<file path="src/isa_cpu_pkg.sv">
// Shared definitions for the 16-bit multi-cycle core.
// Holds the widths, the memory bases, the instruction field positions and the
// opcode and FSM encodings. Every unit of the core imports it, and so does
// the testbench.
package isa_cpu_pkg;

    // ====================
    // Widths
    // ====================
    localparam int DATA_W     = 16;
    localparam int INSTR_W    = 16;
    localparam int ADDR_W     = 16;
    localparam int REG_COUNT  = 16;
    localparam int REG_ADDR_W = 4;

    // Reset PC, also the base that J adds its field to
    localparam logic [ADDR_W-1:0] PC_BASE   = 16'h1000;
    // Byte address of a data word is 2*(rs+imm) plus this offset
    localparam logic [ADDR_W-1:0] DMEM_BASE = 16'h1000;

    // ====================
    // Instruction fields
    // ====================
    localparam int OPC_MSB  = 15;
    localparam int OPC_LSB  = 13;
    localparam int RS_MSB   = 12;
    localparam int RS_LSB   = 9;
    localparam int RT_MSB   = 8;
    localparam int RT_LSB   = 5;
    localparam int RD_MSB   = 4;
    localparam int RD_LSB   = 1;
    localparam int FUNC_BIT = 0;
    // Signed immediate in bits 4..0, jump field in bits 12..0
    localparam int IMM_W    = 5;
    localparam int JMP_W    = 13;

    // Opcodes, the R-type pair is split further by the function bit
    typedef enum logic [2:0] {
        OP_RTYPE0 = 3'b000,
        OP_RTYPE1 = 3'b001,
        OP_LW     = 3'b010,
        OP_SW     = 3'b011,
        OP_BEQ    = 3'b100,
        OP_J      = 3'b101,
        OP_RSV6   = 3'b110,
        OP_RSV7   = 3'b111
    } opcode_e;

    // Main FSM states
    typedef enum logic [3:0] {
        S_FETCH,
        S_FETCH_WAIT,
        S_DECODE,
        S_EXEC,
        S_R_WB,
        S_MEM_REQ,
        S_MEM_WAIT,
        S_MEM_WB,
        S_DONE
    } cpu_state_e;

endpackage

</file>
<file path="src/cpu_control.sv">
// Main control unit of the multi-cycle core.
// Decodes the opcode of the current instruction and steps the FSM through
// fetch, decode, execute, memory access and write-back. Every instruction
// ends in S_DONE, and o_io_stall is low for that one cycle.
module cpu_control (
    input  logic                            clk,
    input  logic                            rst_n,
    input  logic [isa_cpu_pkg::INSTR_W-1:0] i_instr,
    input  logic                            i_imem_valid,
    input  logic                            i_mem_done,
    output isa_cpu_pkg::cpu_state_e         o_state,
    output logic                            o_io_stall
);
    import isa_cpu_pkg::*;

    cpu_state_e state_q;
    cpu_state_e state_d;
    opcode_e    opcode;

    assign opcode = opcode_e'(i_instr[OPC_MSB:OPC_LSB]);

    always_ff @(posedge clk or negedge rst_n)
    begin
        if (!rst_n)
        begin
            state_q <= S_FETCH;
        end
        else
        begin
            state_q <= state_d;
        end
    end

    // ====================
    // Next state
    // ====================
    always_comb
    begin
        state_d = state_q;
        case (state_q)
            S_FETCH:
            begin
                state_d = S_FETCH_WAIT;
            end
            S_FETCH_WAIT:
            begin
                state_d = i_imem_valid ? S_DECODE : S_FETCH_WAIT;
            end
            S_DECODE:
            begin
                case (opcode)
                    OP_RTYPE0, OP_RTYPE1, OP_LW, OP_SW, OP_BEQ: state_d = S_EXEC;
                    // J finishes in decode, reserved opcodes do nothing
                    OP_J, OP_RSV6, OP_RSV7:                     state_d = S_DONE;
                    default:                                    state_d = S_DONE;
                endcase
            end
            S_EXEC:
            begin
                case (opcode)
                    OP_RTYPE0, OP_RTYPE1: state_d = S_R_WB;
                    OP_LW, OP_SW:         state_d = S_MEM_REQ;
                    default:              state_d = S_DONE;
                endcase
            end
            S_R_WB:
            begin
                state_d = S_DONE;
            end
            S_MEM_REQ:
            begin
                state_d = S_MEM_WAIT;
            end
            S_MEM_WAIT:
            begin
                if (i_mem_done)
                begin
                    // Stores have nothing to write back
                    state_d = (opcode == OP_LW) ? S_MEM_WB : S_DONE;
                end
            end
            S_MEM_WB:
            begin
                state_d = S_DONE;
            end
            default:
            begin
                state_d = S_FETCH;
            end
        endcase
    end

    // Stall drops for the single S_DONE cycle
    always_ff @(posedge clk or negedge rst_n)
    begin
        if (!rst_n)
        begin
            o_io_stall <= 1'b1;
        end
        else
        begin
            o_io_stall <= (state_d != S_DONE);
        end
    end

    assign o_state = state_q;

endmodule

</file>
<file path="src/cpu_execute.sv">
// Execute unit.
// Latches rs and rt in decode and computes the ALU result in execute. The
// result is an R-type value, a load/store word index or a branch target.
// It also flags a taken BEQ and drives the register write-back port.
// The data width must be at least the 16-bit address width.
module cpu_execute #(
    parameter int DATA_W_P = isa_cpu_pkg::DATA_W
) (
    input  logic                               clk,
    input  logic                               rst_n,
    input  isa_cpu_pkg::cpu_state_e            i_state,
    input  logic [isa_cpu_pkg::INSTR_W-1:0]    i_instr,
    input  logic [DATA_W_P-1:0]                i_rs_data,
    input  logic [DATA_W_P-1:0]                i_rt_data,
    input  logic [isa_cpu_pkg::ADDR_W-1:0]     i_pc,
    output logic [DATA_W_P-1:0]                o_alu_result,
    output logic                               o_branch_taken,
    output logic                               o_wb_en,
    output logic [isa_cpu_pkg::REG_ADDR_W-1:0] o_wb_addr,
    output logic [DATA_W_P-1:0]                o_store_data
);
    import isa_cpu_pkg::*;

    opcode_e                    opcode;
    logic                       func;
    logic signed [DATA_W_P-1:0] rs_q;
    logic signed [DATA_W_P-1:0] rt_q;
    logic signed [DATA_W_P-1:0] imm_ext;
    logic signed [DATA_W_P-1:0] pc_ext;
    logic signed [DATA_W_P-1:0] alu_d;
    logic signed [DATA_W_P-1:0] result_q;

    assign opcode  = opcode_e'(i_instr[OPC_MSB:OPC_LSB]);
    assign func    = i_instr[FUNC_BIT];
    assign imm_ext = {{(DATA_W_P-IMM_W){i_instr[IMM_W-1]}}, i_instr[IMM_W-1:0]};
    // PC has already stepped past the BEQ, so the target is PC+1+imm
    assign pc_ext  = DATA_W_P'(i_pc);

    always_ff @(posedge clk)
    begin
        if (i_state == S_DECODE)
        begin
            rs_q <= i_rs_data;
            rt_q <= i_rt_data;
        end
        if (i_state == S_EXEC)
        begin
            result_q <= alu_d;
        end
    end

    // ====================
    // ALU
    // ====================
    always_comb
    begin
        case (opcode)
            OP_RTYPE0:    alu_d = func ? (rs_q - rt_q) : (rs_q + rt_q);
            // Multiply keeps the low bits only
            OP_RTYPE1:    alu_d = func ? (rs_q * rt_q) : DATA_W_P'(rs_q < rt_q);
            OP_LW, OP_SW: alu_d = rs_q + imm_ext;
            OP_BEQ:       alu_d = pc_ext + imm_ext;
            default:      alu_d = '0;
        endcase
    end

    // High for the cycle after execute, when fetch reloads the PC
    always_ff @(posedge clk or negedge rst_n)
    begin
        if (!rst_n)
        begin
            o_branch_taken <= 1'b0;
        end
        else
        begin
            o_branch_taken <= (i_state == S_EXEC) && (opcode == OP_BEQ) && (rs_q == rt_q);
        end
    end

    // R-type writes rd, a load writes rt
    assign o_wb_en      = (i_state == S_R_WB) || (i_state == S_MEM_WB);
    assign o_wb_addr    = (i_state == S_R_WB) ? i_instr[RD_MSB:RD_LSB] : i_instr[RT_MSB:RT_LSB];
    assign o_alu_result = result_q;
    assign o_store_data = rt_q;

endmodule

</file>
<file path="src/cpu_fetch.sv">
// Instruction fetch unit.
// Holds the program counter and the instruction register. The request is a
// registered one-cycle pulse issued from S_FETCH. The PC steps past the
// fetched word when the instruction memory answers. J and a taken BEQ
// reload it later.
module cpu_fetch (
    input  logic                            clk,
    input  logic                            rst_n,
    input  isa_cpu_pkg::cpu_state_e         i_state,
    input  logic                            i_branch_taken,
    input  logic [isa_cpu_pkg::ADDR_W-1:0]  i_alu_result,
    input  logic                            i_imem_valid,
    input  logic [isa_cpu_pkg::INSTR_W-1:0] i_imem_data,
    output logic                            o_imem_req,
    output logic [isa_cpu_pkg::ADDR_W-1:0]  o_imem_addr,
    output logic [isa_cpu_pkg::INSTR_W-1:0] o_instr
);
    import isa_cpu_pkg::*;

    logic [ADDR_W-1:0]  pc_q;
    logic [INSTR_W-1:0] ir_q;
    logic               fetch_done;
    logic               jump;

    assign fetch_done = (i_state == S_FETCH_WAIT) && i_imem_valid;
    assign jump       = (i_state == S_DECODE) && (opcode_e'(ir_q[OPC_MSB:OPC_LSB]) == OP_J);

    always_ff @(posedge clk or negedge rst_n)
    begin
        if (!rst_n)
        begin
            o_imem_req <= 1'b0;
            pc_q       <= PC_BASE;
            ir_q       <= '0;
        end
        else
        begin
            o_imem_req <= (i_state == S_FETCH);
            if (fetch_done)
            begin
                pc_q <= pc_q + 1'b1;
                ir_q <= i_imem_data;
            end
            // Jumps stay inside program space
            else if (jump)
            begin
                pc_q <= PC_BASE + ADDR_W'(ir_q[JMP_W-1:0]);
            end
            else if (i_branch_taken)
            begin
                pc_q <= i_alu_result;
            end
        end
    end

    // Address stays stable until the memory answers
    assign o_imem_addr = pc_q;
    assign o_instr     = ir_q;

endmodule

</file>
<file path="src/cpu_mem_access.sv">
// Data memory access unit.
// Turns the word index from execute into a byte address and pulses the read
// or write strobe in S_MEM_REQ. Address and write data hold until the
// memory answers. Load data is captured on the valid pulse.
module cpu_mem_access #(
    parameter int DATA_W_P = isa_cpu_pkg::DATA_W
) (
    input  logic                           clk,
    input  logic                           rst_n,
    input  isa_cpu_pkg::cpu_state_e        i_state,
    input  logic                           i_is_store,
    input  logic [DATA_W_P-1:0]            i_index,
    input  logic [DATA_W_P-1:0]            i_store_data,
    input  logic                           i_dmem_valid,
    input  logic [DATA_W_P-1:0]            i_dmem_rdata,
    output logic                           o_dmem_rd,
    output logic                           o_dmem_wr,
    output logic [isa_cpu_pkg::ADDR_W-1:0] o_dmem_addr,
    output logic [DATA_W_P-1:0]            o_dmem_wdata,
    output logic                           o_mem_done,
    output logic [DATA_W_P-1:0]            o_load_data
);
    import isa_cpu_pkg::*;

    logic                req;
    logic [DATA_W_P-1:0] load_q;

    // S_MEM_REQ lasts one cycle, so each strobe is a single pulse
    assign req       = (i_state == S_MEM_REQ);
    assign o_dmem_rd = req && !i_is_store;
    assign o_dmem_wr = req && i_is_store;

    // Word index times two plus the data offset
    assign o_dmem_addr  = {i_index[ADDR_W-2:0], 1'b0} + DMEM_BASE;
    assign o_dmem_wdata = i_store_data;

    assign o_mem_done = (i_state == S_MEM_WAIT) && i_dmem_valid;

    always_ff @(posedge clk or negedge rst_n)
    begin
        if (!rst_n)
        begin
            load_q <= '0;
        end
        else if (o_mem_done && !i_is_store)
        begin
            load_q <= i_dmem_rdata;
        end
    end

    assign o_load_data = load_q;

endmodule

</file>
<file path="src/cpu_regfile.sv">
// General register file of the core.
// Sixteen signed registers with two combinational read ports for rs and rt
// and one synchronous write port. All registers clear to zero on reset.
module cpu_regfile #(
    parameter int DATA_W_P = isa_cpu_pkg::DATA_W
) (
    input  logic                               clk,
    input  logic                               rst_n,
    input  logic [isa_cpu_pkg::REG_ADDR_W-1:0] i_rs_addr,
    input  logic [isa_cpu_pkg::REG_ADDR_W-1:0] i_rt_addr,
    input  logic                               i_wr_en,
    input  logic [isa_cpu_pkg::REG_ADDR_W-1:0] i_wr_addr,
    input  logic [DATA_W_P-1:0]                i_wr_data,
    output logic [DATA_W_P-1:0]                o_rs_data,
    output logic [DATA_W_P-1:0]                o_rt_data
);
    import isa_cpu_pkg::*;

    logic signed [DATA_W_P-1:0] regs_q [REG_COUNT];

    always_ff @(posedge clk or negedge rst_n)
    begin
        if (!rst_n)
        begin
            for (int i = 0; i < REG_COUNT; i++)
            begin
                regs_q[i] <= '0;
            end
        end
        else if (i_wr_en)
        begin
            regs_q[i_wr_addr] <= i_wr_data;
        end
    end

    // Reads see the old value during a write
    assign o_rs_data = regs_q[i_rs_addr];
    assign o_rt_data = regs_q[i_rt_addr];

endmodule

</file>
<file path="src/isa_cpu.sv">
// Top level of the multi-cycle 16-bit core.
// Connects fetch, control, the register file, execute and memory access.
// Instruction and data memories sit outside and answer each request strobe
// with a one-cycle valid pulse. o_io_stall drops for one cycle each time an
// instruction completes.
module isa_cpu #(
    parameter int DATA_W_P = isa_cpu_pkg::DATA_W
) (
    input  logic                            clk,
    input  logic                            rst_n,
    input  logic                            i_imem_valid,
    input  logic [isa_cpu_pkg::INSTR_W-1:0] i_imem_data,
    input  logic                            i_dmem_valid,
    input  logic [DATA_W_P-1:0]             i_dmem_rdata,
    output logic                            o_imem_req,
    output logic [isa_cpu_pkg::ADDR_W-1:0]  o_imem_addr,
    output logic                            o_dmem_rd,
    output logic                            o_dmem_wr,
    output logic [isa_cpu_pkg::ADDR_W-1:0]  o_dmem_addr,
    output logic [DATA_W_P-1:0]             o_dmem_wdata,
    output logic                            o_io_stall
);
    import isa_cpu_pkg::*;

    cpu_state_e            state;
    logic [INSTR_W-1:0]    instr;
    logic                  branch_taken;
    logic                  mem_done;
    logic                  wb_en;
    logic [REG_ADDR_W-1:0] wb_addr;
    logic [DATA_W_P-1:0]   rs_data;
    logic [DATA_W_P-1:0]   rt_data;
    logic [DATA_W_P-1:0]   alu_result;
    logic [DATA_W_P-1:0]   store_data;
    logic [DATA_W_P-1:0]   load_data;
    logic [DATA_W_P-1:0]   wr_data;

    // Loads write back the memory word, R-type the ALU result
    assign wr_data = (state == S_MEM_WB) ? load_data : alu_result;

    cpu_fetch u_fetch (
        .clk            (clk),
        .rst_n          (rst_n),
        .i_state        (state),
        .i_branch_taken (branch_taken),
        .i_alu_result   (alu_result[ADDR_W-1:0]),
        .i_imem_valid   (i_imem_valid),
        .i_imem_data    (i_imem_data),
        .o_imem_req     (o_imem_req),
        .o_imem_addr    (o_imem_addr),
        .o_instr        (instr)
    );

    cpu_control u_control (
        .clk          (clk),
        .rst_n        (rst_n),
        .i_instr      (instr),
        .i_imem_valid (i_imem_valid),
        .i_mem_done   (mem_done),
        .o_state      (state),
        .o_io_stall   (o_io_stall)
    );

    cpu_regfile #(
        .DATA_W_P (DATA_W_P)
    ) u_regfile (
        .clk       (clk),
        .rst_n     (rst_n),
        .i_rs_addr (instr[RS_MSB:RS_LSB]),
        .i_rt_addr (instr[RT_MSB:RT_LSB]),
        .i_wr_en   (wb_en),
        .i_wr_addr (wb_addr),
        .i_wr_data (wr_data),
        .o_rs_data (rs_data),
        .o_rt_data (rt_data)
    );

    cpu_execute #(
        .DATA_W_P (DATA_W_P)
    ) u_execute (
        .clk            (clk),
        .rst_n          (rst_n),
        .i_state        (state),
        .i_instr        (instr),
        .i_rs_data      (rs_data),
        .i_rt_data      (rt_data),
        .i_pc           (o_imem_addr),
        .o_alu_result   (alu_result),
        .o_branch_taken (branch_taken),
        .o_wb_en        (wb_en),
        .o_wb_addr      (wb_addr),
        .o_store_data   (store_data)
    );

    // LW and SW differ only in the opcode LSB
    cpu_mem_access #(
        .DATA_W_P (DATA_W_P)
    ) u_mem_access (
        .clk          (clk),
        .rst_n        (rst_n),
        .i_state      (state),
        .i_is_store   (instr[OPC_LSB]),
        .i_index      (alu_result),
        .i_store_data (store_data),
        .i_dmem_valid (i_dmem_valid),
        .i_dmem_rdata (i_dmem_rdata),
        .o_dmem_rd    (o_dmem_rd),
        .o_dmem_wr    (o_dmem_wr),
        .o_dmem_addr  (o_dmem_addr),
        .o_dmem_wdata (o_dmem_wdata),
        .o_mem_done   (mem_done),
        .o_load_data  (load_data)
    );

endmodule

</file>
<file path="config.mk">
export PLATFORM = sky130hd
export DESIGN_NAME = isa_cpu
export DESIGN_NICKNAME = d
export VERILOG_FILES = /design/src/isa_cpu_pkg.sv /design/src/cpu_control.sv /design/src/cpu_execute.sv /design/src/cpu_fetch.sv /design/src/cpu_mem_access.sv /design/src/cpu_regfile.sv /design/src/isa_cpu.sv
export SDC_FILE = /design/constraint.sdc
export NUM_CORES = 1
export LEC_CHECK = 0
export BUFFER_PORTS_ARGS = -buffer_cell sky130_fd_sc_hd__buf_2
export CORE_MARGIN = 1
export CORE_UTILIZATION = 68
export CTS_CLUSTER_SIZE = 8
export DETAILED_ROUTE_END_ITERATION = 12
export MAX_ROUTING_LAYER = met4
export PLACE_DENSITY = 0.86
export SETUP_SLACK_MARGIN = 0.1
export SLEW_MARGIN = 20
export SYNTH_ARGS = -nofsm -noshare
export SYNTH_HDL_FRONTEND = slang
export SYNTH_SLANG_ARGS = --single-unit
</file>
<file path="constraint.sdc">
create_clock -name clk -period 10 [get_ports clk]
set_input_delay 1.5 -clock clk [delete_from_list [all_inputs] [get_ports clk]]
set_output_delay 1.5 -clock clk [all_outputs]
set_load 0.05 [all_outputs]
</file>
# Yosys cells after proc, flatten, opt, wreduce, memory -nomap -nowiden
# Memory sizes are Yosys's and may differ from the RTL's.
# Cells that the tools add are included.
# word_totals
memories	1
out_inout_bits	52
romBits	24
elab_cells	96
inputBits	36
regBits	359
# classes
addsub	7
eq_ne	14
bitwise_logic	3
n_mul	1
n_mux	22
order_cmp	5
n_reduce_logical	17
# memory_table
memory	words	width	rd	rd_clocked_by_memory_dff	write_ports	line_no	rtl
(name not given)	8	3	1	0	0	cpu_control.sv:51	case (opcode)
# op_table
cell	count
$bwmux W256	1
$mux W16	11
$bmux W16 S4	2
$demux W16 S4	1
$pmux W16 S4	1
$add A16 B5 Y16	2
$pmux W4 S7	1
$add A16 B1 Y16 const B	1
$add A16 B13 Y16 const B	1
$add A16 B16 Y16	1
$eq A16 B16 Y1	1
$eq A4 B3 Y1 const B	4
$lt A16 B16 Y1	1
$mul A16 B16 Y16	1
$sub A16 B16 Y16	1
$ge A5 B5 Y1 const B	3
$not A4 Y5	3
$add A13 B13 Y14 const A	1
$mux W4	3
$logic_and A1 B1 Y1	9
$eq A4 B2 Y1 const B	2
$pmux W4 S2	1
$eq A3 B2 Y1 const B	2
$eq A3 B3 Y1 const B	2
11 further kinds	13

# Logic depth before layout (Yosys ltp)
# Gate-level depths: netlist of run 1.
# logic_depth
ltp_word	8
ltp_mapped	24
ltp_nobuf	23

# By module
# Synthesis of run 1 repeated with hierarchy kept, for this count alone.
# unflattened
hier_cells	2071
hier_area_um2	24735.0
# modules_own_cells
mod	seq_area_each_um2	n_inst	cells_per_inst	area_per_inst_um2
cpu_regfile	6406.1	1	849	13470.4
cpu_execute	1466.4	1	878	7928.9
cpu_fetch	827.0	1	216	1829.3
cpu_mem_access	400.4	1	74	922.1
cpu_control	126.4	1	36	331.6
isa_cpu	0.0	1	18	252.7

# Worst setup path before layout of run 1
# No wires, ideal clock.
# synth_path
path_kind	register -> register
start	reg u_execute.rt_q[1] (netlist: u_execute.o_store_data[1])
end	reg u_execute.result_q[15] (netlist: u_execute.o_alu_result[15]) (data pin)
t_arrival_ps	5470
period_less_slack_ps	5744
path_buffers	1
slack_ps	4256
setup_time_ps	275
required_time_ps	9725
stages_incl_launch_ff	17
cell_sequence	edfxtp_1 clkbuf_1 nand2_1 fa_1 fa_1 fa_1 fa_1 fa_1 fa_1 inv_1 ha_1 a21oi_1 inv_1 a221oi_1 o21ai_0 xnor2_1 o221ai_1
# synth_via
elab_chain_len	3
word_cells_on_any_way	6
cone_classes	2 x add/sub; 1 x mul; 3 x mux
# synth_rtl
element	line_no	rtl
from (decl)	cpu_execute.sv:27	logic signed [DATA_W_P-1:0] rt_q;
from (signal assigned)	cpu_execute.sv:44	rt_q <= i_rt_data;
$mul A16 B16 Y16, or another cell as far along	cpu_execute.sv:60	OP_RTYPE1: alu_d = func ? (rs_q * rt_q) : DATA_W_P'(rs_q < rt_q);
$mux W16 (on tied branches)	cpu_execute.sv:60, cpu_execute.sv:58	
$pmux W16 S4 *	cpu_execute.sv:57	case (opcode)
to (signal assigned)	cpu_execute.sv:48	result_q <= alu_d;
to (decl)	cpu_execute.sv:31	logic signed [DATA_W_P-1:0] result_q;
# Every way passes the cells marked *; elsewhere a longest branch is shown, timed or not.
# A chain may end at the register's enable or synchronous reset.

# Final worst setup path of run 1
# layout_path
start	reg u_execute.rt_q[1] (netlist: u_execute.o_store_data[1])
end	reg u_execute.result_q[14] (netlist: u_execute.o_alu_result[14]) (data pin)
# Same word-level chain as after synthesis.

==> results.cfg, run 1 <==
[outcome]
status = completed

[clocking]
numClockSinks = 359
cts_tree = yes
cts_buffers = 51
htreeDepth = 2
clk_latency_ps = 580
clockBufferDepth = 3
cts_root_buf = clkbuf_16
post_cts_buffers = 0
cts_hold_buf = 0
cts_resized = 0
cts.reportedPaths.clkPinSlew_ps = 60

[synthesis]
ys_warn_count = 0
ys_types = 71
ys_seq_area_share_pct = 39.03
syn_inst = 2300
synthArstFlopShare_pct = 86.63
synthesis.nets = 2516
synth_edf_count = 48
syn_area_um2 = 23640
synth-seq-cells = 359
avgSynthCellArea_um2 = 10.28
synth_top_flop_cell = dfrtp_1

[cells_and_area]
nets = 2520
drive_above_1_share_pct = 16.93
area_delta_synth_final_pct = 8.717

[floorplanning]
fp.dieW_um = 188.5
die-area_um2 = 35510
fp.dieH_um = 188.5
rows = 67
initial_core_util_pct = 69.80
core-area_um2 = 33870
ios = 88

[placement]
port_buffers = 86
dpl_worst_slack_ps = 4153
place.gp.congestion = 1.015
dp_hpwl_mm = 45.50

[route]
wl_mm = 69.03
wirelength_met1_mm = 24.74
ant_nets = 0
drtIter0Drc = 2318
avgViaCountPerCell = 6.831
wl_per_cell_um = 24.90
remaining_drc_errors = 0
first_pass_iters = 6
dr_wl_met2_mm = 33.21
wl_met3_mm = 7.362
vias = 18941
top_layer_used = met4

[timing]
layout_min_cycle_time_ps = 5889
fin_ws_ps = 4111
tns_ps = 0
finalSetupViolations = 0
clock_skew_ps = 32.05
max-slew-margin-rel_pct = 24.59
finalHoldViolations = 0
period_share_pct = 58.89
drv_slew = 0
grt_setup_unrepaired = false
worstMarginPinSlew_ps = 1109
fmax_mhz = 169.8

[worst_setup_path]
path_max_fanout = 17
crit_type = flip-flop to flip-flop
endpoint_kind = flip-flop
crit_arrival_ps = 6210
rr_worst_depth = 16
worstPathRequired_ps = 10320
start_kind = flip-flop

[hold_path]
hp-class = flip-flop to flip-flop
whs_path_depth = 2

[global_route]
track_usage_pct = 41.64
grt_first_pass_wirelength_mm = 108.8
antenna_found_initial = 3
grt_pass1_vias = 19535
grt_max_degree = 117
grt-ovfl-total = 0

[run]
drv_cap = 0
-- cell families after synthesis --
logic type	count (synthesis)	synth area share, %
other cells	1	0.01586
compound gates	495	11.70
buf+inv	323	5.515
fa+ha+maj	180	12.16
xor+xnor	68	2.519
flops	359	39.03
simple gates	680	12.29
mux	194	16.77
-- layer usage --
| layer | GRT usage (%) | up-vias |
|---|---|---|
| li1 | - | 8019 |
| met1 | 53.00 | 9391 |
| met2 | 64.78 | 1259 |
| met3 | 7.115 | 272 |
| met4 | 21.81 | 0 |
| met5 | - | - |
-- sequential cells by signal (all words and copies together) (netlist names) --
register                  cells
u_control.o_state             4
u_control.o_io_stall          1
u_execute.o_store_data       16
u_fetch.o_imem_req            1
u_execute.rs_q               16
u_fetch.o_instr              16
u_mem_access.o_load_data     16
u_fetch.o_imem_addr          16
u_execute.o_branch_taken      1
u_regfile.regs_q            256
u_execute.o_alu_result       16
-- cell usage in the layout (no fill, tap or decap), types with 6 or more instances in the layout --
master and instances:
buf_2 85, edfxtp_1 48, nand2_1 295, mux4_2 160
xnor2_1 52, nor2_1 230, nor3_1 16, dfrtp_1 304
buf_4 41, mux2i_1 12, a21oi_1 233, ha_1 97
a211oi_1 9, o22ai_1 8, and3_1 7, a22oi_1 10
o21ai_1 9, nor2b_1 9, clkbuf_16 53, o21ai_0 160
and2_1 34, nor2_2 9, inv_1 145, xor2_1 16
fa_1 83, clkbuf_1 15, nand3_1 23, a31oi_1 6
nand2b_1 17, mux2_2 16, o31ai_1 8, nand4_1 6
a21o_1 10, mux2i_2 6, nand3b_1 7
-- Yosys cell counts, drive strengths merged, types with 16 or more instances --
cell,count,area share (%)
a21oi,233,4.9
and2,34,0.90
buf,55,1.3
clkbuf,121,1.9
dfrtp,309,33
edfxtp,48,6.1
fa,83,7.0
ha,97,5.1
inv,147,2.3
mux2,16,0.76
mux2i,18,0.76
mux4,160,15
nand2,295,4.7
nand2b,17,0.45
nand3,23,0.49
nor2,239,3.8
nor3,18,0.42
o21ai,169,3.6
xnor2,52,1.9
xor2,16,0.59
-- final cells by class --
| class | instances | area [um^2] |
|---|---|---|
| clock inverter | 2 | 35.03 |
| inverter | 147 | 551.8 |
| fill | 2225 | 8168 |
| antenna | 3 | 7.507 |
| sequential | 359 | 9238 |
| multi-input combinational | 1618 | 13160 |
| timing repair buffer | 127 | 748.2 |
| tap | 448 | 560.5 |
| clock buffer | 69 | 1396 |
-- final timing paths --
path,start,endpoint,slack (ps)
min reg2reg,u_regfile.regs_q[178],u_regfile.regs_q[178],500
max in group asynchronous,rst_n,u_mem_access.o_load_data[9],6760
min in group asynchronous,rst_n,u_regfile.regs_q[146],1000
max reg2reg,u_execute.o_store_data[1],u_execute.o_alu_result[14],4110
max,u_execute.o_store_data[1],u_execute.o_alu_result[14],4110
min,u_regfile.regs_q[178],u_regfile.regs_q[178],500
-- critical path, stage by stage (launching register included) --
cell	delay, ps
edfxtp_1	770
nand2_1	190
fa_1	570
fa_1	470
fa_1	520
fa_1	560
fa_1	430
fa_1	500
inv_1	60
ha_1	330
a21oi_1	200
nand2_1	70
a21oi_1	190
o21ai_0	150
xor2_1	170
a211oi_1	300
o311ai_1	140
-- metrics by stage --
stage / std cells / utilization, % / instance area [um^2] / hold WS, ps
floorplan: 2300 / - / 23640 / 452.0
global placement: 2699 / 71.59 / 24240 / 474.6
detailed placement: 2699 / 71.60 / 24250 / 492.2
CTS: 2770 / 75.82 / 25680 / 502.0
global route: 2773 / 75.88 / 25700 / 510.1
finish: 2773 / 75.88 / 25700 / 498.9
Power of run 1 is left out: the tool's default activity adds up to more than one toggle a clock period on the data nets, which glitch-free logic cannot reach.
==> run 2: changes to the inputs <==
- CORE_UTILIZATION: 68 -> 63
- PLACE_DENSITY: 0.86 -> 0.81
- clock period: 10 -> 6.05 ns (I/O delays scaled with it)
==> run 2 against run 1 <==
Net effect: cell count is 1.7% higher; wire length about the same; via count down 1.4%; fmax grew 2.7%; non-clock buffer count rose by 30; clock-buffer cell count shrank 4; utilization down 5.3 points.
==> results.cfg, run 2 (synthesis results as in run 1) <==
[outcome]
status = completed

[worst_setup_path]
startpoint = u_execute.rs_q[4]
reg2reg_from = u_execute.rs_q[4]
rr_endpoint = u_execute.o_alu_result[14]
timing.critical_path.buf_inv = 1
worstPathRequired_ps = 6390
crit_arrival_ps = 6070
critPathTopFamily = adder cells
endpoint_kind = flip-flop
path_max_fanout = 10
path_cells = nand2_1 > fa_1 > fa_1 > fa_1 > fa_1 > fa_1 > fa_1 > inv_1 > ha_1 > a21oi_1 > nand2_1 > a21oi_1 > o21ai_0 > xor2_1 > a211oi_1 > o311ai_1
rr_worst_depth = 16
start_kind = flip-flop
crit_top_cell = fa_1
crit_type = flip-flop to flip-flop
crit_path_top_delay_cell = edfxtp_1
slowest_delay_ps = 650
rrSetupSlack_ps = 320

[clocking]
cts_tree = yes
clockBufferDepth = 3
cts_root_buf = clkbuf_16
htreeDepth = 2
numClockSinks = 359
cts_buffers = 51
cts_hold_buf = 0
cts.reportedPaths.clkPinSlew_ps = 70
clk_latency_ps = 600

[placement]
place_area_um2 = 24440
dp_hpwl_mm = 47.83
port_buffers = 86
place.gp.congestion = 1.022

[cells_and_area]
post-route-cell-area_um2 = 25970
layout_common_cells = dfrtp_1 (304), nand2_1 (295), a21oi_1 (233), nor2_1 (230)
drive_above_1_share_pct = 18.04
nets = 2550
fillers = 2568
largest_reg_flops = 256
multiInputGateArea_um2 = 13170
area_delta_synth_final_pct = 9.850
utilization_pct = 70.59
regMostFlops = u_regfile.regs_q
layout_commonest_cell = dfrtp_1
seqCellArea_um2 = 9238

[global_route]
antenna_found_initial = 3
grt_first_pass_wirelength_mm = 107.3
grt-ovfl-total = 0
grt_pass1_vias = 19160
grt_max_degree = 139
track_usage_pct = 38.40

[floorplanning]
fp.dieH_um = 195.7
ios = 88
die-area_um2 = 38300
fp.dieW_um = 195.7
initial_core_util_pct = 64.26
rows = 70
core-area_um2 = 36790

[timing]
tns_ps = 0
layout_min_cycle_time_ps = 5735
period_share_pct = 94.79
fmax_mhz = 174.4
worstMarginPinSlew_ps = 1099
finalHoldViolations = 0
clock_skew_ps = 23.14
max-slew-margin-rel_pct = 25.30
grt_setup_unrepaired = false
drv_slew = 0
finalSetupViolations = 0

[route]
remaining_drc_errors = 0
avgViaCountPerCell = 6.621
wl_per_cell_um = 24.48
vias = 18678
wl_mm = 69.07
ant_nets = 0
drtIter0Drc = 1909
first_pass_iters = 6

[hold_path]
hp-class = primary input to async pin

[run]
drv_cap = 0
[run 2: cell count changes in the layout (fill, tap and decap cells not counted), sizes merged]
cell      change
buf          +30
clkbuf        -4
clkinvlp      +1
inv           +1
[run 2: worst reg2reg max path: cells and delay by family (launching register included)]
kind,cells,cell delay [ps]
adder cells (fa/ha/maj),7,3270
AO/OA/AOI/OAI,5,1070
flip-flops,1,650
AND/OR/NAND/NOR,2,230
XOR/XNOR,1,200
buffers and inverters,1,60
[run 2: area by class of cell]
class	instances	share of cell area, %
diodes	3	0.02891
clock buffers	65	5.199
clock inverters	4	0.2409
inverters	147	2.125
multi-input cells	1618	50.70
flip-flops and latches	359	35.57
well taps	468	2.255
repair buffers	157	3.874
[run 2: how the worst max path moves through the flow]
| stage | end | cells after the start |
|---|---|---|
| floorplan | u_execute.o_alu_result[15] | 16 |
| global placement | u_execute.o_alu_result[15] | 15 |
| detailed placement | u_execute.o_alu_result[14] | 16 |
| CTS | u_execute.o_alu_result[14] | 16 |
| global route | u_execute.o_alu_result[14] | 16 |
| finish | u_execute.o_alu_result[14] | 16 |
[run 2: layer usage]
| metal | part of all wire [%] | vias up | global-route usage, % |
|---|---|---|---|
| li1 | - | 8071 | - |
| met1 | 37 | 9213 | 47.20 |
| met4 | 6.1 | 0 | 21.64 |
| met3 | 8.6 | 288 | 6.773 |
| met2 | 49 | 1106 | 60.75 |
| met5 | 0 | - | - |
[run 2: stage by stage]
stage / std cells / hold slack (ps) / worst slack [ps]
2_1_floorplan: 2300 / 452.0 / 305.7
3_3_place_gp: 2739 / 474.2 / 438.9
3_5_place_dp: 2739 / 486.2 / 309.0
4_1_cts: 2808 / 439.0 / 280.2
5_1_grt: 2821 / 478.3 / 115.3
6_report: 2821 / 375.8 / 315.3
[run 2: timing repair]
| action | in CTS | in global routing |
|---|---|---|
| gates resized for setup | 0 | 0 |
| setup endpoints to repair | 0 | 2 |
| buffers inserted | 0 | 9 |
Power of run 2 is left out for the same reason.
